===== src/design/cam_pkg.sv =====
// Camera frame pipeline shared definitions
// Image and raster sizes, pixel and buffer write types, sequencer modes
package cam_pkg;

    // Image geometry
    localparam int IMG_W      = 32;
    localparam int IMG_H      = 24;
    localparam int IMG_PIXELS = IMG_W * IMG_H;
    localparam int ADDR_W     = 10;
    localparam int X_W        = $clog2(IMG_W);
    localparam int Y_W        = $clog2(IMG_H);

    // Scaled display raster, sync pulses are active low
    localparam int H_TOTAL      = 40;
    localparam int V_TOTAL      = 28;
    localparam int H_SYNC_START = 34;
    localparam int H_SYNC_END   = 36;
    localparam int V_SYNC_START = 25;
    localparam int V_SYNC_END   = 27;
    localparam int HCNT_W       = $clog2(H_TOTAL);
    localparam int VCNT_W       = $clog2(V_TOTAL);

    typedef logic [ADDR_W-1:0] addr_t;
    typedef logic [3:0] luma_t;

    // RGB444 pixel
    typedef struct packed {
        logic [3:0] r;
        logic [3:0] g;
        logic [3:0] b;
    } pixel_t;

    // One write into buffer 1
    typedef struct packed {
        logic   en;
        addr_t  addr;
        pixel_t data;
    } pix_wr_t;

    // One write into buffer 2
    typedef struct packed {
        logic  en;
        addr_t addr;
        luma_t data;
    } luma_wr_t;

    typedef struct packed {
        logic       hsync;
        logic       vsync;
        logic       blank_n;
        logic [7:0] r;
        logic [7:0] g;
        logic [7:0] b;
    } vga_out_t;

    typedef enum logic [1:0] {
        LIVE,
        GRAY,
        EDGE,
        HOLD
    } seq_state_t;

endpackage

===== src/design/vga_scanout.sv =====
// Display scanout on the scaled raster
// Sync and blank timing, buffer read addressing and colour expansion
`timescale 1ns/1ps

module vga_scanout import cam_pkg::*; (
    input  logic     clk_25_vga,
    input  logic     reset_global,
    input  logic     show_edge,
    output addr_t    scan_addr,
    input  pixel_t   buf1_data,
    input  luma_t    buf2_data,
    output addr_t    buf2_rd_addr,
    output vga_out_t vga
);

    logic [HCNT_W-1:0] h_cnt;
    logic [VCNT_W-1:0] v_cnt;
    logic              active;
    logic              hsync_raw;
    logic              vsync_raw;
    addr_t             raster_addr;
    logic              active_d;
    logic              hsync_d;
    logic              vsync_d;
    pixel_t            shown;

    always_ff @(posedge clk_25_vga or posedge reset_global) begin
        if (reset_global) begin
            h_cnt <= '0;
            v_cnt <= '0;
        end else if (h_cnt == HCNT_W'(H_TOTAL - 1)) begin
            h_cnt <= '0;
            if (v_cnt == VCNT_W'(V_TOTAL - 1)) begin
                v_cnt <= '0;
            end else begin
                v_cnt <= v_cnt + VCNT_W'(1);
            end
        end else begin
            h_cnt <= h_cnt + HCNT_W'(1);
        end
    end

    assign active    = (h_cnt < HCNT_W'(IMG_W)) && (v_cnt < VCNT_W'(IMG_H));
    assign hsync_raw = !((h_cnt >= HCNT_W'(H_SYNC_START)) && (h_cnt < HCNT_W'(H_SYNC_END)));
    assign vsync_raw = !((v_cnt >= VCNT_W'(V_SYNC_START)) && (v_cnt < VCNT_W'(V_SYNC_END)));

    // Row-major address, parked at 0 outside the image
    assign raster_addr  = active ? addr_t'(v_cnt) * addr_t'(IMG_W) + addr_t'(h_cnt) : '0;
    assign scan_addr    = raster_addr;
    assign buf2_rd_addr = raster_addr;

    // Controls wait one cycle for the buffer read
    always_ff @(posedge clk_25_vga or posedge reset_global) begin
        if (reset_global) begin
            active_d <= 1'b0;
            hsync_d  <= 1'b1;
            vsync_d  <= 1'b1;
        end else begin
            active_d <= active;
            hsync_d  <= hsync_raw;
            vsync_d  <= vsync_raw;
        end
    end

    assign shown = show_edge ? '{r: buf2_data, g: buf2_data, b: buf2_data} : buf1_data;

    always_ff @(posedge clk_25_vga or posedge reset_global) begin
        if (reset_global) begin
            vga <= '{hsync: 1'b1, vsync: 1'b1, blank_n: 1'b0, r: 8'h00, g: 8'h00, b: 8'h00};
        end else begin
            vga.hsync   <= hsync_d;
            vga.vsync   <= vsync_d;
            vga.blank_n <= active_d;
            vga.r       <= active_d ? {shown.r, shown.r} : 8'h00;
            vga.g       <= active_d ? {shown.g, shown.g} : 8'h00;
            vga.b       <= active_d ? {shown.b, shown.b} : 8'h00;
        end
    end

endmodule


===== config.mk =====
export PLATFORM = sky130hd
export DESIGN_NAME = vga_scanout
export DESIGN_NICKNAME = d
export VERILOG_FILES = /design/src/design/cam_pkg.sv /design/src/design/vga_scanout.sv
export SDC_FILE = /design/constraint.sdc
export NUM_CORES = 1
export LEC_CHECK = 0
export ABC_AREA = 1
export BUFFER_PORTS_ARGS = -buffer_cell sky130_fd_sc_hd__buf_2
export CAP_MARGIN = 25
export CORE_MARGIN = 2
export CORE_UTILIZATION = 47
export CTS_CLUSTER_SIZE = 28
export DETAILED_ROUTE_END_ITERATION = 8
export PLACE_DENSITY = 0.8
export SYNTH_ARGS = -nofsm -noshare
export SYNTH_HDL_FRONTEND = slang
export SYNTH_SLANG_ARGS = --single-unit

===== constraint.sdc =====
create_clock -name clk_25_vga -period 1.6 [get_ports clk_25_vga]
set_input_delay 0.16 -clock clk_25_vga [delete_from_list [all_inputs] [get_ports clk_25_vga]]
set_output_delay 0.16 -clock clk_25_vga [all_outputs]
set_load 0.01 [all_outputs]

==> impl_metrics.toml <==
[worst_setup_path]
setup.worst_path.class = "flip-flop to output pin"
r2r_cells = 6
cp_max_fo = 2
crit_path_end_kind = "output pin"
start_kind = "flip-flop"
worstPathArrival_ns = 1.45
cp.required_ns = 1.44

[timing]
slew_violations = 0
setup_viol = 2
hold_ws_ns = 0.0741
final.setup.worst_slack_ns = -0.0127
min_period_ns = 1.61
max_freq_mhz = 620
worstMarginPinSlew_ns = 0.358
hold_violations = 0
skew_ns = 0.00449
maxSlewHeadroom_pct = 76.1
finalCritPeriodShare_pct = 101
rsz0062_at_grt = "true"

[final_layout]
final_cell_mix = "buf_2, nand2_1, dfrtp_1"
antenna_cells = 0
multi_input_area_sq_um = 562
final_common_cell = "buf_2"
fin_area_sq_um = 1850
syn_to_final_growth_pct = 24.1
nFillCells = 266
drive_gt1_share_pct = 45.7
finalNetCount = 246
regArea_sq_um = 734

[power_and_ir_drop]
seq_power_share_pct = 54.7
p_sw_uw = 326
power_density_nw_per_um2 = 754
swShare_pct = 23.3
max-vdd-ir-drop_v = 0.000517
power_leakage_uw = 0.000994
clock_power_share_pct = 35.3
p_total_uw = 1400
internal-power_uw = 1070
p_comb_share_pct = 9.9

[clock_network]
htreeDepth = 2
cts-buffers-inserted = 5
tritoncts = "yes"
cts_buffer_depth = 2
clkLatencyLatePin_ns = 0.32
clk_pin_slew_ns = 0.09
cts_root_buf = "clkbuf_4"
clock_sinks = 29

[synth]
syn_nets = 193
synth_cell_types = 22
avgSynthCellArea_sq_um = 8.83
synth_area_leaders = "dfrtp_1, buf_4, nand2_1"
synth-seq-area-share_pct = 49.0
synth_largest_area_cell = "dfrtp_1"
synth_top_area_share_pct = 41.9
synth_area_sq_um = 1490
synth_seq_cells = 29
synth_cells = 169
ys.warnings.count = 0

[drt]
antenna_left = 0
totalWireLength_mm = 2.83
drcViolationCount = 0
drtIter0Drc = 50
wl_per_cell_microns = 10.6
num_vias = 1225
drt_pass1_iterations = 4
post_drt_via_cell_ratio = 4.59

[die]
dieWidth_microns = 60.4
pin_count = 66
die_y_microns = 60.4
rows = 20
core_sq_um = 3030
die_area_sq_um = 3640
initial_core_util_pct = 49.3

[status]
status = "finished with violations"
failed_checks = "negative setup slack"

[global_routing]
grt_max_degree = 30
grt_pass1_vias = 1058
antenna_found_initial = 0
gr-total-overflow = 0
grt_pass1_wl_mm = 4.66
grt_usage_pct = 17.8

[worst_hold_path]
hold_class = "input pin to flip-flop"
whs_path_depth = 3

[placement]
port_buffers = 65
hpwl_mm = 2.03
placed_area_sq_um = 1720
place_congestion = 0.819

[run]
drv_cap = 0
## worst paths after layout
| path | from | to | slack (ns) |
|---|---|---|---|
| setup reg to reg | h_cnt[0] | h_cnt[5] | 0.30 |
| max in group asynchronous | reset_global | vga[25] | 0.84 |
| min in group asynchronous | reset_global | vga[12] | 0.44 |
| hold reg to reg | vsync_d | vga[25] | 0.36 |
| hold / removal | buf1_data[1] | vga[5] | 0.07 |
| setup / recovery | v_cnt[0] | scan_addr[7] | -0.01 |
## layout make-up
type	instances	share of cell area [%]
Sequential cell	29	39.6
Timing Repair Buffer	70	19.7
Tap cell	44	2.97
Multi-Input combinational cell	99	30.3
Clock inverter	1	0.270
Inverter	17	3.58
Clock buffer	7	3.51
## worst max-delay path: stages, from the launching register on
cell and delay [ns]:
dfrtp_1 0.39, ha_2 0.21, ha_4 0.17, xnor2_2 0.13, nor2_2 0.10, buf_2 0.14
## sequential cells by signal, summed over array words and instances (netlist names)
signal	flops
vsync_d	1
hsync_d	1
h_cnt	6
active_d	1
vga	15
v_cnt	5
## cell families (layout without fill, tap and decap cells)
group                      after synthesis  count (layout)  synth area share [%]
adders and majority gates                5               5                  4.19
buffers and inverters                   42              95                  16.3
AOI/OAI and AO/OA                       18              18                  6.71
DFF                                     29              29                  49.0
and+or+nand+nor                         71              72                  21.5
xor gates and xnor gates                 4               4                  2.35
## power groups by stage
stage	Clock (uW)	Combinational (uW)	Sequential, uW
global route	549	158	769
global placement	0	139	779
floorplan	0	81.9	793
finish	494	139	765
detailed placement	0	139	780
CTS	513	142	766
## Yosys cell counts (all sizes together)
master	n
buf	24
xnor2	1
xor2	3
nand2	37
ha	5
inv	17
nand3	12
dfrtp	25
clkbuf	1
dfstp	4
nor2	19
o21ai	2
a21oi	15
nand4	3
o211ai	1
## through the flow
step | std cells | TNS (ns) | util (%) | setup slack (ns)
detailed placement | 256 | 0 | 56.7 | 0.224
CTS | 267 | -0.125 | 60.6 | -0.0658
global route | 267 | -0.462 | 61.2 | -0.0881
finish | 267 | -0.0160 | 61.2 | -0.0127
floorplan | 169 | 0 | - | 0.0745
global placement | 256 | 0 | 56.7 | 0.271
## layer usage
layer | global-route usage (%) | part of all wire, % | up-vias
met3 | 4.48 | 9.3 | 7
met5 | 0 | 0 | -
met4 | 9.84 | 2.1 | 0
met2 | 30.1 | 49 | 63
li1 | - | - | 622
met1 | 20.7 | 39 | 533
## what timing repair did
action / CTS / global route
endpoints found under the setup margin: 8 / 8
pin swaps: 4 / 1
hold buffers: 1 / 0
endpoints found under the hold margin: 25 / 0
buffers inserted: 1 / 0
gates cloned: 1 / 0
resized for setup: 8 / 6
No activity file was read; power rests on OpenSTA's default activity.
