--- src/design/cam_pkg.sv ---
// Camera frame pipeline shared definitions
// Image and raster sizes, pixel and buffer write types, sequencer modes
package cam_pkg;

    // Image geometry
    localparam int IMG_W      = 32;
    localparam int IMG_H      = 24;
    localparam int IMG_PIXELS = IMG_W * IMG_H;
    localparam int ADDR_W     = 10;
    localparam int X_W        = $clog2(IMG_W);
    localparam int Y_W        = $clog2(IMG_H);

    // Scaled display raster, sync pulses are active low
    localparam int H_TOTAL      = 40;
    localparam int V_TOTAL      = 28;
    localparam int H_SYNC_START = 34;
    localparam int H_SYNC_END   = 36;
    localparam int V_SYNC_START = 25;
    localparam int V_SYNC_END   = 27;
    localparam int HCNT_W       = $clog2(H_TOTAL);
    localparam int VCNT_W       = $clog2(V_TOTAL);

    typedef logic [ADDR_W-1:0] addr_t;
    typedef logic [3:0] luma_t;

    // RGB444 pixel
    typedef struct packed {
        logic [3:0] r;
        logic [3:0] g;
        logic [3:0] b;
    } pixel_t;

    // One write into buffer 1
    typedef struct packed {
        logic   en;
        addr_t  addr;
        pixel_t data;
    } pix_wr_t;

    // One write into buffer 2
    typedef struct packed {
        logic  en;
        addr_t addr;
        luma_t data;
    } luma_wr_t;

    typedef struct packed {
        logic       hsync;
        logic       vsync;
        logic       blank_n;
        logic [7:0] r;
        logic [7:0] g;
        logic [7:0] b;
    } vga_out_t;

    typedef enum logic [1:0] {
        LIVE,
        GRAY,
        EDGE,
        HOLD
    } seq_state_t;

endpackage
--- src/design/frame_sequencer.sv ---
// Mode sequencer for the camera pipeline
// Runs live, gray and edge passes and decides who owns each frame buffer
`timescale 1ns/1ps

module frame_sequencer import cam_pkg::*; (
    input  logic     clk_25_vga,
    input  logic     reset_global,
    input  logic     process_sw,
    output logic     frame_done,
    input  pixel_t   pix_in,
    input  logic     pix_valid,
    output logic     pix_ready,
    output logic     gray_start,
    input  logic     gray_done,
    output logic     edge_start,
    input  logic     edge_done,
    input  addr_t    gray_rd_addr,
    input  pix_wr_t  gray_wr,
    input  addr_t    edge_rd_addr,
    input  luma_wr_t edge_wr,
    input  addr_t    scan_addr,
    output pix_wr_t  buf1_wr,
    output addr_t    buf1_rd_addr,
    output luma_wr_t buf2_wr,
    output logic     show_edge
);

    seq_state_t state_current;
    seq_state_t state_next;
    addr_t      ingest_addr;
    logic       accept;

    assign pix_ready  = (state_current == LIVE);
    assign frame_done = (state_current == HOLD);
    assign gray_start = (state_current == GRAY);
    assign edge_start = (state_current == EDGE);
    assign show_edge  = (state_current == EDGE) || (state_current == HOLD);
    assign accept     = pix_valid && pix_ready;

    always_ff @(posedge clk_25_vga or posedge reset_global) begin
        if (reset_global) begin
            state_current <= LIVE;
        end else begin
            state_current <= state_next;
        end
    end

    // Ingest address restarts for every new live session
    always_ff @(posedge clk_25_vga or posedge reset_global) begin
        if (reset_global) begin
            ingest_addr <= '0;
        end else if (state_current == HOLD && !process_sw) begin
            ingest_addr <= '0;
        end else if (accept) begin
            if (ingest_addr == addr_t'(IMG_PIXELS - 1)) begin
                ingest_addr <= '0;
            end else begin
                ingest_addr <= ingest_addr + addr_t'(1);
            end
        end
    end

    always_comb begin
        state_next = state_current;
        // Live video by default: ingest writes buffer 1, display reads it
        buf1_wr      = '{en: accept, addr: ingest_addr, data: pix_in};
        buf1_rd_addr = scan_addr;
        buf2_wr      = edge_wr;
        buf2_wr.en   = 1'b0;

        case (state_current)
            LIVE: begin
                if (process_sw) begin
                    state_next = GRAY;
                end
            end
            GRAY: begin
                buf1_wr      = gray_wr;
                buf1_rd_addr = gray_rd_addr;
                if (gray_done) begin
                    state_next = EDGE;
                end
            end
            EDGE: begin
                // Buffer 1 is read only, results land in buffer 2
                buf1_wr.en   = 1'b0;
                buf1_rd_addr = edge_rd_addr;
                buf2_wr      = edge_wr;
                if (edge_done) begin
                    state_next = HOLD;
                end
            end
            HOLD: begin
                buf1_wr.en = 1'b0;
                if (!process_sw) begin
                    state_next = LIVE;
                end
            end
            default: state_next = LIVE;
        endcase
    end

endmodule

--- config.mk ---
export PLATFORM = sky130hd
export DESIGN_NAME = frame_sequencer
export DESIGN_NICKNAME = d
export VERILOG_FILES = /design/src/design/cam_pkg.sv /design/src/design/frame_sequencer.sv
export SDC_FILE = /design/constraint.sdc
export NUM_CORES = 1
export LEC_CHECK = 0
export BUFFER_PORTS_ARGS = -buffer_cell sky130_fd_sc_hd__buf_4
export CORE_MARGIN = 2
export CORE_UTILIZATION = 35
export CTS_CLUSTER_SIZE = 28
export DETAILED_ROUTE_END_ITERATION = 12
export MAX_ROUTING_LAYER = met4
export PLACE_DENSITY_LB_ADDON = 0.08
export SLEW_MARGIN = 20
export SYNTH_ARGS = -nofsm -noshare
export SYNTH_HDL_FRONTEND = slang
export SYNTH_SLANG_ARGS = --single-unit
--- constraint.sdc ---
create_clock -name clk_25_vga -period 4.7 [get_ports clk_25_vga]
set_input_delay 0.235 -clock clk_25_vga [delete_from_list [all_inputs] [get_ports clk_25_vga]]
set_output_delay 0.235 -clock clk_25_vga [all_outputs]
set_load 0.02 [all_outputs]
==> qor.yml <==
status: "complete, no violations"
reg2reg_from: "state_current[0]"
crit_path_end_kind: "output pin"
fin_skew_ns: 0.001844
final_area_um2: 2074
setup_ws_ns: 2.614
rows: 21
drt-total-wl_um: 4010
reg2regPathDepth: 6
nets: 344
die_h_um: 64.24
path_max_fanout: 38
ys_types: 36
ys_top_cells_by_area: "dfrtp_1, mux2_2, buf_4"
die_area_um2: 4126
synthCells: 157
sw_frac_of_total_pct: 50.32
antenna_found_initial: 0
path_clk_slew_ns: 0.08
place_hpwl_um: 3286
yosysTopAreaCell: "dfrtp_1"
avgSynthCellArea_um2: 8.089
fin_tns_setup_ns: 0
period_share_pct: 44.39
min_from: "process_sw"
n_antenna_cell: 0
rsz0062_at_grt: "false"
synth-main-ff-cell: "dfrtp_1"
synthesis.area_um2: 1270
routedWlPerCell_um: 13.46
synth_nets: 248
layout-drive-gt1-share_pct: 54.76
hold_violations: 0
coreArea_um2: 3416
reg2reg_to: "state_current[1]"
start_util_pct: 37.18
cts_tree: "built"
clockBufferDepth: 2
clock-sinks: 12
total_power_mw: 1.285
gp_congestion: 0.9269
io_pins: 139
drt-initial-drc-count: 45
p_int_uw: 638.5
async_reset_ff_share_pct: 100.0
worst_pin_slew_ns: 0.6030
leakage_nw: 1.040
slew_violations: 0
vdd_drop_max_mv: 0.2781
p_switching_uw: 646.6
yosysSeqAreaShare_pct: 23.65
root_buffer: "clkbuf_4"
pwr-share-comb_pct: 81.5
antenna_left: 0
vias_per_cell: 4.815
yosys-top-cells-count: "mux2_2, nor2_1, buf_4"
required_ns: 4.47
worstHoldEndpoint: "ingest_addr[8]"
grt_max_degree: 39
slew_headroom_pct: 59.80
placed_area_um2: 2028
die_x_um: 64.24
pwr-share-seq_pct: 11.8
ys_seq_elements: 12
start_kind: "register"
via_count: 1435
grt_pass1_vias: 1368
max_freq_ghz: 0.4793
cts_resized: 0
path_class: "reg -> out"
dp_slack_ns: 2.879
htreeDepth: 1
grt.total_usage_pct: 19.24
final.min_clock_period_ns: 2.086
drt_pre_antenna_iters: 4
area_growth_pct: 63.35
setup_viol: 0
synth-edff-count: 0
cts_buffers: 3
cp.arrival_ns: 1.85
whs_ns: 0.3019
ys_warn_count: 0
post-route-drc-count: 0
rrSetupSlack_ns: 2.87
max_cap_viol_count: 0
grt_pass1_wl_um: 6306
clkPwrFrac_pct: 6.8
holdPathStages: 3
portBuffers: 110
hp-class: "in -> reg"
yosys.area.top_type_share_pct: 23.65
p_per_area_nw_per_um2: 619.5
yosysMostFrequentCell: "mux2_2"
grt_remaining_overflow: 0
clk_latency_ns: 0.28
==> layer usage <==
layer | vias up | GRT usage (%) | routed length [um]
li1 | 731 | - | -
met1 | 627 | 22.31 | 1560
met2 | 57 | 33.59 | 2020
met3 | 20 | 4.049 | 351
met4 | 0 | 5.319 | 78
met5 | - | - | 0
==> worst max path at each step <==
| stage | from | slack [ns] | cells past startpoint | end |
|---|---|---|---|---|
| 6_report | state_current[1] | 2.61 | 5 | buf1_wr[13] |
| 5_1_grt | state_current[0] | 2.37 | 5 | buf1_rd_addr[3] |
| 4_1_cts | state_current[1] | 2.60 | 5 | buf1_wr[13] |
| 3_5_place_dp | state_current[1] | 2.88 | 7 | state_current[1] |
| 3_3_place_gp | state_current[1] | 2.94 | 7 | state_current[1] |
| 2_1_floorplan | state_current[1] | 2.67 | 6 | buf1_rd_addr[0] |
==> registers in the layout, summed over array words and instances, names as in the netlist <==
signal / cells
ingest_addr: 10
state_current: 2
==> kinds of logic (layout without fill, tap and decap cells) <==
family | count (synthesis) | count (layout) | synth area share, %
xor gates and xnor gates | 5 | 5 | 3.449
adders and majority gates | 5 | 5 | 4.926
buffers and inverters | 30 | 125 | 13.10
muxes | 21 | 21 | 18.52
DFF | 12 | 12 | 23.65
and+or+nand+nor | 46 | 46 | 16.55
AOI/OAI and AO/OA | 38 | 38 | 19.80
==> cells in the final DEF, fill, tap and decap left out, types with 2 or more instances in the layout <==
cell type,n
a21oi_1,12
a22oi_1,10
and2_1,2
buf_4,111
clkbuf_4,3
dfrtp_1,12
ha_1,5
inv_1,9
mux2_2,20
nand2_1,12
nand3_1,2
nor2_1,19
o2111ai_1,2
o21ai_0,7
or4_1,2
xnor2_1,2
xor2_1,3
==> timing repair <==
item                                   CTS  global route
hold buffers                             1             0
endpoints found under the hold margin   12             0
buffers inserted                         0             0
==> through the flow <==
stage                     cells  utilization [%]
after floorplan             157                -
after global placement      293            59.38
after detailed placement    293            59.38
after CTS                   298            60.73
after global routing        298            60.73
final                       298            60.73
==> power by group through the flow <==
stage | logic, mW | registers (mW) | clock network, mW
2_1_floorplan | 0.679 | 0.146 | 0
3_3_place_gp | 1.05 | 0.152 | 0
3_5_place_dp | 1.05 | 0.153 | 0
4_1_cts | 1.06 | 0.151 | 0.0867
5_1_grt | 1.13 | 0.155 | 0.0937
6_report | 1.05 | 0.151 | 0.0868
==> critical path, stage by stage (launching register included) <==
cell	delay, ns
dfrtp_1	0.42
inv_1	0.09
ha_1	0.14
buf_4	0.37
mux2_2	0.39
buf_4	0.16
==> cell type report <==
type                    count  area, um^2
fillers                   333        1341
repair buffers            112       843.3
multi-input cells         115       803.3
flip-flops and latches     12       300.3
well taps                  46       57.56
clock buffers               4       36.28
inverters                   9       33.78
Note: power is estimated with default switching activity, not from simulation.
