===== config.mk =====
export PLATFORM = sky130hd
export DESIGN_NAME = edge_filter
export DESIGN_NICKNAME = d
export VERILOG_FILES = /design/src/design/cam_pkg.sv /design/src/design/edge_filter.sv
export SDC_FILE = /design/constraint.sdc
export NUM_CORES = 1
export LEC_CHECK = 0
export BUFFER_PORTS_ARGS = -buffer_cell sky130_fd_sc_hd__buf_2
export CAP_MARGIN = 20
export CORE_MARGIN = 1
export CORE_UTILIZATION = 30
export DETAILED_ROUTE_END_ITERATION = 12
export PLACE_DENSITY = 0.53
export SLEW_MARGIN = 5
export SYNTH_ARGS = -nofsm -noshare
export SYNTH_HDL_FRONTEND = slang
export SYNTH_SLANG_ARGS = --single-unit

===== constraint.sdc =====
create_clock -name clk_25_vga -period 3.1 [get_ports clk_25_vga]
set_clock_uncertainty 0.05 [all_clocks]
set_input_delay 0.465 -clock clk_25_vga [delete_from_list [all_inputs] [get_ports clk_25_vga]]
set_output_delay 0.465 -clock clk_25_vga [all_outputs]
set_load 0.005 [all_outputs]

===== src/design/cam_pkg.sv =====
// Camera frame pipeline shared definitions
// Image and raster sizes, pixel and buffer write types, sequencer modes
package cam_pkg;

    // Image geometry
    localparam int IMG_W      = 32;
    localparam int IMG_H      = 24;
    localparam int IMG_PIXELS = IMG_W * IMG_H;
    localparam int ADDR_W     = 10;
    localparam int X_W        = $clog2(IMG_W);
    localparam int Y_W        = $clog2(IMG_H);

    // Scaled display raster, sync pulses are active low
    localparam int H_TOTAL      = 40;
    localparam int V_TOTAL      = 28;
    localparam int H_SYNC_START = 34;
    localparam int H_SYNC_END   = 36;
    localparam int V_SYNC_START = 25;
    localparam int V_SYNC_END   = 27;
    localparam int HCNT_W       = $clog2(H_TOTAL);
    localparam int VCNT_W       = $clog2(V_TOTAL);

    typedef logic [ADDR_W-1:0] addr_t;
    typedef logic [3:0] luma_t;

    // RGB444 pixel
    typedef struct packed {
        logic [3:0] r;
        logic [3:0] g;
        logic [3:0] b;
    } pixel_t;

    // One write into buffer 1
    typedef struct packed {
        logic   en;
        addr_t  addr;
        pixel_t data;
    } pix_wr_t;

    // One write into buffer 2
    typedef struct packed {
        logic  en;
        addr_t addr;
        luma_t data;
    } luma_wr_t;

    typedef struct packed {
        logic       hsync;
        logic       vsync;
        logic       blank_n;
        logic [7:0] r;
        logic [7:0] g;
        logic [7:0] b;
    } vga_out_t;

    typedef enum logic [1:0] {
        LIVE,
        GRAY,
        EDGE,
        HOLD
    } seq_state_t;

endpackage

===== src/design/edge_filter.sv =====
// Edge pass from buffer 1 into buffer 2
// Sum of horizontal and vertical neighbor differences, clamped at 15
`timescale 1ns/1ps

module edge_filter import cam_pkg::*; (
    input  logic     clk_25_vga,
    input  logic     reset_global,
    input  logic     start,
    output logic     done,
    output addr_t    rd_addr,
    input  pixel_t   rd_data,
    output luma_wr_t wr
);

    logic           busy;
    logic           finished;
    logic [2:0]     step;
    logic [X_W-1:0] x;
    logic [Y_W-1:0] y;
    addr_t          addr;
    logic           border;
    logic           pix_last;
    logic           pix_end;
    luma_t          left_q;
    luma_t          gx_q;
    luma_t          up_q;
    logic [4:0]     grad_sum;
    luma_t          grad;

    function automatic luma_t abs_diff(input luma_t a, input luma_t b);
        return (a > b) ? a - b : b - a;
    endfunction

    assign border = (x == '0) || (x == X_W'(IMG_W - 1)) ||
                    (y == '0) || (y == Y_W'(IMG_H - 1));
    assign pix_last = (addr == addr_t'(IMG_PIXELS - 1));
    // Border pixels finish at once, interior ones after the fourth read returns
    assign pix_end  = busy && (border || step == 3'd4);

    always_ff @(posedge clk_25_vga or posedge reset_global) begin
        if (reset_global) begin
            busy     <= 1'b0;
            finished <= 1'b0;
            step     <= '0;
            x        <= '0;
            y        <= '0;
            addr     <= '0;
        end else if (busy) begin
            if (!pix_end) begin
                step <= step + 3'd1;
            end else if (pix_last) begin
                busy     <= 1'b0;
                finished <= 1'b1;
            end else begin
                step <= '0;
                addr <= addr + addr_t'(1);
                if (x == X_W'(IMG_W - 1)) begin
                    x <= '0;
                    y <= y + Y_W'(1);
                end else begin
                    x <= x + X_W'(1);
                end
            end
        end else if (!start) begin
            finished <= 1'b0;
        end else if (!finished) begin
            busy <= 1'b1;
            step <= '0;
            x    <= '0;
            y    <= '0;
            addr <= '0;
        end
    end

    // Neighbor samples, each arriving one cycle after its address
    always_ff @(posedge clk_25_vga) begin
        if (step == 3'd1) begin
            left_q <= rd_data.r;
        end
        if (step == 3'd2) begin
            gx_q <= abs_diff(rd_data.r, left_q);
        end
        if (step == 3'd3) begin
            up_q <= rd_data.r;
        end
    end

    always_comb begin
        rd_addr = addr;
        if (!border) begin
            case (step)
                3'd0: rd_addr = addr - addr_t'(1);
                3'd1: rd_addr = addr + addr_t'(1);
                3'd2: rd_addr = addr - addr_t'(IMG_W);
                3'd3: rd_addr = addr + addr_t'(IMG_W);
                default: rd_addr = addr;
            endcase
        end
    end

    assign grad_sum = {1'b0, gx_q} + {1'b0, abs_diff(rd_data.r, up_q)};
    assign grad     = (grad_sum > 5'd15) ? 4'hF : grad_sum[3:0];

    assign wr   = '{en: pix_end, addr: addr, data: border ? luma_t'(0) : grad};
    assign done = pix_end && pix_last;

endmodule


==> results.cfg <==
[run_status]
status = complete, but fails checks
violations = negative setup slack

[yosys]
synth_common_cells = inv_1, ha_1, nand2_1
netlist_instances = 389
yosysMostFrequentCell = inv_1
synthTopCellsByArea = dfrtp_1, ha_1, edfxtp_1, inv_1, mux2i_1
synth_flop_cell = dfrtp_1
synth.distinct_cells = 61
synth_edf_count = 12
synth_fp_nets = 443
synth_largest_area_cell = dfrtp_1
synth_warnings = 0
synth.top_cell.area_share_pct = 18.2
ys_ff_latch = 37
ys_seq_area_share_pct = 28.6
syn_area_per_cell_um2 = 8.86
syn_area_mm2 = 0.00345
synthArstFlopShare_pct = 67.6

[routing]
routed-via-count = 3169
totalWireLength_mm = 9.41
wl_per_cell_um = 15.8
wl_met1_mm = 4.47
top_layer_used = met4
drc = 0
ant_nets = 0
wl_met2_mm = 4.32
drt_iter0_markers = 158
wl_met3_um = 522
via_per_inst = 5.34
drtPass1Iterations = 4

[pwr]
p_leak_nw = 1.93
ir_worst_vdd_uv = 415
clkPwrFrac_pct = 15.7
p_seq_share_pct = 20.5
swShare_pct = 43.8
p_switching_mw = 1.84
power_frac_comb_pct = 63.8
p_int_mw = 2.37
power_per_cell_area_mw_per_mm2 = 991

[clocking]
cts_made_buffers = 5
clock-sinks = 37
cts.path.max_buffers = 2
root_buffer = clkbuf_16
clock_latency_ps = 280
cts_tree = yes
path_clk_slew_ps = 60
cts_hold_buf = 0
htree_levels = 2

[finish]
final_layout_size_suffix_gt1_share_pct = 24.4
area_growth_syn_to_layout_pct = 23.4
n_fill_cell = 1161
fin_cells = 594
stdcell_area_mm2 = 0.00425
antennaDiodeCount = 0
nets = 507

[floorplanning]
die_area_mm2 = 0.0119
chipWidth_um = 109
die-height_um = 109
design.core.area_mm2 = 0.0110
std_cell_rows = 38
initial_core_util_pct = 31.2
io_pins = 41

[min_path]
min_path_type = primary input to asynchronous set/reset pin

[worst_setup_path]
critPathLaunchType = register
worstPathRequired_ps = 2580
critPathCaptureType = primary output
path_class = register to primary output
startpoint = up_q[0]$_DFFE_PP_
reg2reg_slack_ps = 550
cp_data_arrival_time_ps = 2920
worstPathMaxFanout = 4
reg2reg_from = addr[1]$_DFFE_PP0P_

[global_route]
overflow = 0
grtUsageTotal_pct = 17.0
antenna_found_initial = 0
grt_pass1_vias = 3143
grt_pass1_wl_mm = 15.8
grt_start_max_net_pins = 26

[timing]
period_needed_ps = 3430
slew_viol_final = 0
setup_tns_ps = -1310
max_freq_ghz = 0.291
rsz0062_at_grt = true
hold_viol = 0
postLayoutSetupSlackWorst_ps = -334
setup_viol = 4
tightest_slew_ps = 648
hold_ws_ps = 141
slew-limit-headroom_pct = 56.5
period_share_pct = 111

[flow_run]
maxCapViolCount = 0

[placement]
post-place-ws_ps = -384
io_buffer_count = 32
place_area_mm2 = 0.00397
gp_congestion = 0.861
dp_cells = 579
dpl.hpwl_mm = 7.22
==> power by group through the flow <==
stage	clock network (mW)	logic, mW	registers [mW]
final	0.660	2.69	0.866
after global routing	0.698	3.00	0.900
after CTS	0.680	2.61	0.868
after detailed placement	0	2.59	0.876
after global placement	0	2.56	0.868
after floorplan	0	1.75	0.830
==> kinds of logic after synthesis <==
kind of cell | Yosys count | synth area share, %
xor gates and xnor gates | 14 | 3.56
muxes | 13 | 3.78
adders and majority gates | 39 | 15.5
buffers and inverters | 62 | 8.13
AOI/OAI and AO/OA | 116 | 23.8
DFF | 37 | 28.6
and+or+nand+nor | 108 | 16.6
==> worst paths after layout <==
kind / to / cells after the start
worst max-delay path: wr[3] / 12
worst min-delay path: addr[9]$_DFFE_PP0P_ / 2
worst max register to register: y[4]$_DFFE_PP0P_ / 7
worst min register to register: finished$_DFFE_PP0P_ / 2
max in group asynchronous: x[2]$_DFFE_PP0P_ / 3
min in group clk_25_vga: finished$_DFFE_PP0P_ / 3
==> placed cells by master (no fill, tap or decap), types with 5 or more instances in the layout <==
cell	Yosys	routed
a21o_1	10	10
a21oi_1	18	16
a22o_1	5	5
a31oi_1	14	14
buf_2	7	32
buf_4	2	49
clkbuf_16	0	5
dfrtp_1	25	25
edfxtp_1	12	12
ha_1	33	31
inv_1	37	36
mux2i_1	13	13
nand2_1	27	27
nand3_1	17	17
nand4_1	10	10
nor2_1	9	9
nor2b_1	6	6
nor3_1	8	8
o211ai_1	9	9
o21a_1	8	8
o21ai_0	18	18
or3_1	6	6
xnor2_1	9	9
xor2_1	5	5
==> metrics by stage <==
step / utilization, % / total power [mW]
global placement: 36.0 / 3.43
finish: 38.5 / 4.22
global route: 38.5 / 4.59
floorplan: - / 2.58
CTS: 37.9 / 4.16
detailed placement: 36.0 / 3.47
==> registers in the layout, indices dropped and copies added, names as in the netlist <==
name,cells
finished,1
gx_q,4
addr,10
step,3
busy,1
y,5
up_q,4
x,5
left_q,4
==> routing by layer <==
layer | global-route usage, % | up-vias
met2 | 26.9 | 87
met3 | 3.53 | 9
met5 | 0 | -
li1 | - | 1563
met4 | 5.14 | 0
met1 | 23.1 | 1510
==> timing repair <==
item	in CTS	in global routing
endpoints found under the setup margin	5	11
pin swaps	7	1
setup buffers	2	4
gates resized for setup	4	4
==> area by class of cell <==
cell class | count | area, um2 | share of cell area, %
tap | 140 | 175 | 4.12
sequential | 37 | 986 | 23.2
multi-input combinational | 290 | 2210 | 51.9
clock inverter | 3 | 65.1 | 1.53
inverter | 37 | 139 | 3.27
timing repair buffer | 82 | 556 | 13.1
clock buffer | 5 | 125 | 2.94
==> worst max-delay path: stages, from the launching register on <==
cell	delay, ps
edfxtp_1	390
ha_2	200
fa_2	340
nor2b_1	120
o21a_1	130
o21a_1	200
mux2i_1	230
xor2_1	170
ha_1	270
a21o_1	190
a21oi_2	180
a21oi_1	90
buf_2	140
(Power assumes the default switching activity.)
