<file path="src/design/cam_pkg.sv">
// Camera frame pipeline shared definitions
// Image and raster sizes, pixel and buffer write types, sequencer modes
package cam_pkg;

    // Image geometry
    localparam int IMG_W      = 32;
    localparam int IMG_H      = 24;
    localparam int IMG_PIXELS = IMG_W * IMG_H;
    localparam int ADDR_W     = 10;
    localparam int X_W        = $clog2(IMG_W);
    localparam int Y_W        = $clog2(IMG_H);

    // Scaled display raster, sync pulses are active low
    localparam int H_TOTAL      = 40;
    localparam int V_TOTAL      = 28;
    localparam int H_SYNC_START = 34;
    localparam int H_SYNC_END   = 36;
    localparam int V_SYNC_START = 25;
    localparam int V_SYNC_END   = 27;
    localparam int HCNT_W       = $clog2(H_TOTAL);
    localparam int VCNT_W       = $clog2(V_TOTAL);

    typedef logic [ADDR_W-1:0] addr_t;
    typedef logic [3:0] luma_t;

    // RGB444 pixel
    typedef struct packed {
        logic [3:0] r;
        logic [3:0] g;
        logic [3:0] b;
    } pixel_t;

    // One write into buffer 1
    typedef struct packed {
        logic   en;
        addr_t  addr;
        pixel_t data;
    } pix_wr_t;

    // One write into buffer 2
    typedef struct packed {
        logic  en;
        addr_t addr;
        luma_t data;
    } luma_wr_t;

    typedef struct packed {
        logic       hsync;
        logic       vsync;
        logic       blank_n;
        logic [7:0] r;
        logic [7:0] g;
        logic [7:0] b;
    } vga_out_t;

    typedef enum logic [1:0] {
        LIVE,
        GRAY,
        EDGE,
        HOLD
    } seq_state_t;

endpackage
</file>
<file path="src/design/gray_filter.sv">
// Grayscale pass over buffer 1
// Reads each pixel, writes (r + 2g + b) / 4 back into all three channels
`timescale 1ns/1ps

module gray_filter import cam_pkg::*; (
    input  logic    clk_25_vga,
    input  logic    reset_global,
    input  logic    start,
    output logic    done,
    output addr_t   rd_addr,
    input  pixel_t  rd_data,
    output pix_wr_t wr
);

    logic       busy;
    logic       phase;
    logic       finished;
    addr_t      addr;
    logic [5:0] gray_sum;
    luma_t      gray;

    // Two cycles per pixel: phase 0 reads, phase 1 writes
    always_ff @(posedge clk_25_vga or posedge reset_global) begin
        if (reset_global) begin
            busy     <= 1'b0;
            phase    <= 1'b0;
            finished <= 1'b0;
            addr     <= '0;
        end else if (busy) begin
            phase <= ~phase;
            if (phase) begin
                if (addr == addr_t'(IMG_PIXELS - 1)) begin
                    busy     <= 1'b0;
                    finished <= 1'b1;
                end else begin
                    addr <= addr + addr_t'(1);
                end
            end
        end else if (!start) begin
            finished <= 1'b0;
        end else if (!finished) begin
            busy  <= 1'b1;
            phase <= 1'b0;
            addr  <= '0;
        end
    end

    assign gray_sum = {2'b00, rd_data.r} + {1'b0, rd_data.g, 1'b0} + {2'b00, rd_data.b};
    assign gray     = gray_sum[5:2];

    assign rd_addr = addr;
    assign wr      = '{en: busy && phase, addr: addr, data: '{r: gray, g: gray, b: gray}};
    assign done    = busy && phase && (addr == addr_t'(IMG_PIXELS - 1));

endmodule

</file>
<file path="config.mk">
export PLATFORM = sky130hd
export DESIGN_NAME = gray_filter
export DESIGN_NICKNAME = d
export VERILOG_FILES = /design/src/design/cam_pkg.sv /design/src/design/gray_filter.sv
export SDC_FILE = /design/constraint.sdc
export NUM_CORES = 1
export LEC_CHECK = 0
export ABC_AREA = 1
export BUFFER_PORTS_ARGS = -buffer_cell sky130_fd_sc_hd__buf_2
export CORE_MARGIN = 4
export CORE_UTILIZATION = 50
export CTS_BUF_LIST = sky130_fd_sc_hd__clkbuf_16
export CTS_CLUSTER_DIAMETER = 80
export DETAILED_ROUTE_END_ITERATION = 7
export GPL_ROUTABILITY_DRIVEN = 0
export GPL_TIMING_DRIVEN = 0
export PLACE_DENSITY = 0.95
export SYNTH_ARGS = -nofsm -noshare
export SYNTH_HDL_FRONTEND = slang
export SYNTH_SLANG_ARGS = --single-unit
</file>
<file path="constraint.sdc">
create_clock -name clk_25_vga -period 5.3 [get_ports clk_25_vga]
set_input_delay 1.06 -clock clk_25_vga [delete_from_list [all_inputs] [get_ports clk_25_vga]]
set_output_delay 1.06 -clock clk_25_vga [all_outputs]
set_load 0.005 [all_outputs]
</file>
==> results of run 1 <==
[final cells by class]
cell class | instances | area [um^2] | share of cell area
Multi-Input combinational cell | 97 | 577 | 0.396
Sequential cell | 13 | 325 | 0.223
Timing Repair Buffer | 48 | 240 | 0.165
Buffer | 20 | 150 | 0.103
Clock buffer | 3 | 75.1 | 0.0515
Inverter | 14 | 52.6 | 0.0361
Tap cell | 27 | 33.8 | 0.0232
Clock inverter | 1 | 3.75 | 0.00258
[metrics by stage]
stage | hold WS, ns | setup slack, ns | power, mW | utilization | cells
after floorplan | 0.466 | 1.79 | 0.156 | - | 144
after global placement | 0.479 | 1.60 | 0.190 | 0.682 | 219
after detailed placement | 0.485 | 1.57 | 0.192 | 0.682 | 219
after CTS | 0.492 | 1.56 | 0.333 | 0.721 | 223
after global routing | 0.526 | 1.44 | 0.347 | 0.721 | 223
final | 0.491 | 1.57 | 0.328 | 0.721 | 223
[where the power goes]
group / internal, mW / switching [mW] / total, mW
Clock: 0.0993 / 0.0397 / 0.139
Sequential: 0.0996 / 0 / 0.0996
Combinational: 0.0529 / 0.0370 / 0.0898
Total: 0.252 / 0.0767 / 0.328
[placed cells by master (no fill, tap or decap)]
cell type  instances
a21oi_1            2
a21oi_4            1
buf_2             48
buf_4             18
buf_6              1
clkbuf_1           1
clkbuf_16          3
dfrtp_1           13
fa_1               4
ha_1               4
inv_1             12
inv_2              3
nand2_1           41
nand3_1           14
nand3_4            1
nand3b_1           1
nand4_1            1
nor2_1            12
nor2_4             2
nor3_1             1
o211ai_1           1
o21ai_0            1
o21ai_1            4
o21ai_2            2
o21bai_1           1
xor2_1             4
[state kept, by name, summed over array words and instances (netlist names)]
signal    flops
rd_addr      10
busy          1
finished      1
phase         1
[cells by family (layout without fill, tap and decap cells)]
logic type      count (synthesis)  after routing
compound gates                 12             12
xor+xnor                        4              4
fa+ha+maj                       8              8
simple gates                   73             73
buf+inv                        34             86
flops                          13             13
[layer usage]
metal | routed length [um] | part of all wire
met1 | 1010 | 0.38
met2 | 1430 | 0.53
met3 | 155 | 0.058
met4 | 78 | 0.029
met5 | 0 | 0
[worst max-delay path: stages]
cell and delay (ns):
buf_2 0.07, inv_1 0.05, fa_1 0.53, nor2_1 0.06, fa_1 0.40, xor2_1 0.24, buf_4 0.15, buf_2 0.10
[worst max-delay path by stage]
| stage | start | to | slack, ns | cells after the start |
|---|---|---|---|---|
| floorplan | rd_data[1] | wr[5] | 1.79 | 6 |
| global placement | rd_data[3] | wr[10] | 1.60 | 8 |
| detailed placement | rd_data[1] | wr[9] | 1.57 | 8 |
| CTS | rd_data[1] | wr[9] | 1.56 | 8 |
| global route | rd_data[3] | wr[6] | 1.44 | 8 |
| finish | rd_data[1] | wr[9] | 1.57 | 8 |
==> qor.txt, run 1 <==
# Post-CTS Setup Buffers = 0
Drt drc = 0
Clock root cell = clkbuf_16
Critical setup path kind = input port to primary output
CTS Sinks = 13
Vias in the first global route = 971
Routed len/inst = 12.0 um
Initial antenna violation count = 0
Mux contribution to synthesized area = 0
Nets = 220
Final Setup Violations = 0
IO buf count = 48
Pleak = 0.812 nW
Most area-hungry cell type in the Yosys netlist = dfrtp_1
Core box area = 0.00202 mm^2
Syn Area/Cell = 7.67 um^2
Max-cap viol count = 0
Drt total wl = 2.67 mm
CTS H-Tree Depth = 1
Antenna diodes = 0
R2r setup slk = 3.68 ns
Fin area = 0.00146 mm^2
Worst slew margin = 0.659
Power Density = 225 mW/mm^2
Post-synth EDFFs = 0
First-pass GRT wire length = 4.13 mm
Worst-case reg-to-reg path depth = 8
Met3 GRT Util = 0.0402
Die area = 0.00303 mm^2
Met1 usage = 0.217
Hold WC Path Type = flip-flop to flip-flop
Min Tclk post-route = 3.73 ns
FMAX = 268 MHz
PostCTS Resize Cnt = 0
Tcrit/Tclk final = 0.704
Layout area overhead = 31.9%
Rows = 16
Layout Skew = 0.00256 ns
Worst EP arrival = 2.67 ns
Synth Area in Simple Gates = 0.297
TritonCTS clock tree = yes
Final Hold Vio Count = 0
Placed inst area = 0.00138 mm^2
Global route overflow = 0
Warnings from Yosys = 0
Synth async-reset ratio = 1.00
Status = finished clean
1st-pass router iterations = 4
Largest family of logic cells by synthesized area = simple AND/OR/NAND/NOR gates
Layout cells sized above 1 = 0.403
Synth Area in Adders = 0.118
Min-delay src = phase
Hold Path Depth = 1
Post-synth top cells = nand2_1 (41), buf_4 (18), nand3_1 (14), dfrtp_1 (13), nor2_1 (12)
Seq cells post-synth = 13
Clock transition at path regs = 0.04 ns
Final Max Slew Viols = 0
RSZ-0062 raised after global routing = false
Hold buffer count at CTS = 0
IO Pins = 49
Initial Utilization = 0.546
Syn Inst Count = 144
Area share of xor/xnor cells in the synthesized design = 0.0317
Top cell type's share of synthesized area = 0.294
Reg2reg end = rd_addr[7]
Tightest Pin Transition = 0.510 ns
Die Height = 55.0 um
Setup TNS = 0 ns
Register area share after synthesis = 0.294
Compound-Gate Fraction of Synth Area = 0.0759
Detail Route Antenna Nets = 0
GR Util met2 = 0.339
Clk_lat worst skew = 0.24 ns
Peak VDD IR = 0.231 mV
Vias = 1,112
Fillers = 170
Critical Path End Type = primary output
Yosys cell types = 24
Syn nets = 167
Die X = 55.0 um
Worst Hold Endpoint = busy
Mapped Area = 0.00110 mm^2
Largest net degree at the start of global routing = 14
Startpoint types = input port
Synth Flop Type = dfrtp_1
GRT Max-Usage Layer = met2
Crit-path max FO = 3
Via density = 4.99
Critical path data required time = 4.24 ns
DPL Wire Length = 2.05 mm
Cell with the most instances after synthesis = nand2_1
Clk buf depth = 2
All-Layer GR Usage = 0.192
R2R Path Start = rd_addr[1]
CTS Buf Count = 3
DRT iter0 DRCs = 41
Area contributors post-synth = dfrtp_1 (29%), nand2_1 (14%), buf_4 (12%)
Note: power is estimated with default switching activity, not from simulation.
==> run 2, diff against run 1 <==
Settings changed: CORE_UTILIZATION 50 to 42, PLACE_DENSITY 0.95 to 0.86.
Clock period 5.3 ns to 3.25 ns, I/O delays scaled along.
==> qor.txt, run 2 (synthesis gave the netlist of run 1 again) <==
Status = finished clean
Critical setup path kind = input port to primary output
Rows = 18
Clock power share = 0.429
CP startpoint = rd_data[3]
Critical Path Sink = wr[6]
Final Setup Violations = 0
DPL Wire Length = 1.91 mm
Tightest Pin Transition = 0.512 ns
Power Density = 369 mW/mm^2
Global route overflow = 0
Logic pwr share = 0.270
Routed len/inst = 10.6 um
Drt total wl = 2.40 mm
FMAX = 342 MHz
Final Max Slew Viols = 0
Vias = 1,042
Reg2reg end = rd_addr[7]
Die area = 0.00352 mm^2
All-Layer GR Usage = 0.151
Pleak = 0.812 nW
Antenna diodes = 0
Clk buf depth = 2
Drt drc = 0
Die X = 59.3 um
IO Pins = 49
Fin area = 0.00146 mm^2
Switching pwr = 129 uW
# Post-CTS Setup Buffers = 0
Layout cells sized above 1 = 0.403
Detail Route Antenna Nets = 0
Critical Path End Type = primary output
Min Tclk post-route = 2.92 ns
Clock root cell = clkbuf_16
Via density = 4.61
Pint = 411 uW
Nets = 220
Startpoint types = input port
1st-pass router iterations = 4
RSZ-0062 raised after global routing = false
Final Hold Vio Count = 0
Initial Utilization = 0.442
IO buf count = 48
Hold WC Path Type = input port to async pin
Largest net degree at the start of global routing = 14
Most common cell after layout, fill and taps aside = buf_2
Clock transition at path regs = 0.04 ns
Die Height = 59.3 um
DRT iter0 DRCs = 22
CTS Buf Count = 3
Vias in the first global route = 934
Seq pwr share = 0.301
Initial antenna violation count = 0
Net Sw Frac = 0.239
First-pass GRT wire length = 3.95 mm
Setup TNS = 0 ns
Worst EP arrival = 2.27 ns
TritonCTS clock tree = yes
Core box area = 0.00250 mm^2
Fillers = 232
CTS Sinks = 13
Peak VDD IR = 0.309 mV
Clk_lat worst skew = 0.24 ns
Largest register FFs = 10
Crit-path max FO = 4
Worst slew margin = 0.658
Worst-case reg-to-reg path depth = 8
R2R Path Start = rd_addr[0]
Layout Skew = 0.00196 ns
Critical path data required time = 2.60 ns
Layout area overhead = 32.3%
PostCTS Resize Cnt = 0
Tcrit/Tclk final = 0.899
Max-cap viol count = 0
Placed inst area = 0.00138 mm^2
Hold buffer count at CTS = 0
R2r setup slk = 1.65 ns
Commonest non-fill, non-tap cells in the layout = buf_2 (48), nand2_1 (41), buf_4 (18)
CTS H-Tree Depth = 1
==> run 2: cell counts in the layout (fill, tap and decap cells not counted) <==
No cell type changed its count.
==> run 2: stage by stage <==
| step | setup slack (ns) | utilization | instances | hold WS (ns) | power, mW |
|---|---|---|---|---|---|
| 2_1_floorplan | 0.560 | - | 144 | 0.466 | 0.255 |
| 3_3_place_gp | 0.367 | 0.553 | 222 | 0.486 | 0.310 |
| 3_5_place_dp | 0.317 | 0.553 | 222 | 0.491 | 0.313 |
| 4_1_cts | 0.317 | 0.585 | 226 | 0.450 | 0.548 |
| 5_1_grt | 0.187 | 0.585 | 226 | 0.484 | 0.572 |
| 6_report | 0.328 | 0.585 | 226 | 0.427 | 0.540 |
==> run 2: worst max-delay path, cell delays in order <==
cell and delay (ns):
buf_2 0.11, fa_1 0.47, ha_1 0.36, a21oi_1 0.14
nand2_1 0.07, xor2_1 0.22, buf_4 0.15, buf_2 0.10
==> run 2: area by class of cell <==
type	instances	area (um^2)	share of cell area
Multi-Input combinational cell	97	577	0.395
Sequential cell	13	325	0.223
Timing Repair Buffer	48	240	0.164
Buffer	20	150	0.103
Clock buffer	3	75.1	0.0514
Inverter	14	52.6	0.0360
Tap cell	30	37.5	0.0257
Clock inverter	1	3.75	0.00257
==> run 2: worst min-delay path by stage <==
| stage | cells after the start | endpoint |
|---|---|---|
| CTS | 2 | rd_addr[5] |
| detailed placement | 1 | busy |
| floorplan | 1 | busy |
| finish | 2 | rd_addr[5] |
| global route | 2 | rd_addr[8] |
| global placement | 1 | busy |
==> run 2: per-layer routing <==
metal | up-vias | global-route usage | wire length [um]
met5 | - | 0 | 0
met4 | 0 | 0.0744 | 47
met3 | 4 | 0.0501 | 139
met2 | 25 | 0.237 | 1170
met1 | 471 | 0.185 | 1050
li1 | 542 | - | -
==> run 2: power groups by stage <==
stage	logic (mW)	registers [mW]	clock network, mW
6_report	0.146	0.162	0.232
5_1_grt	0.165	0.162	0.245
4_1_cts	0.149	0.162	0.237
3_5_place_dp	0.148	0.165	0
3_3_place_gp	0.145	0.165	0
2_1_floorplan	0.0898	0.165	0
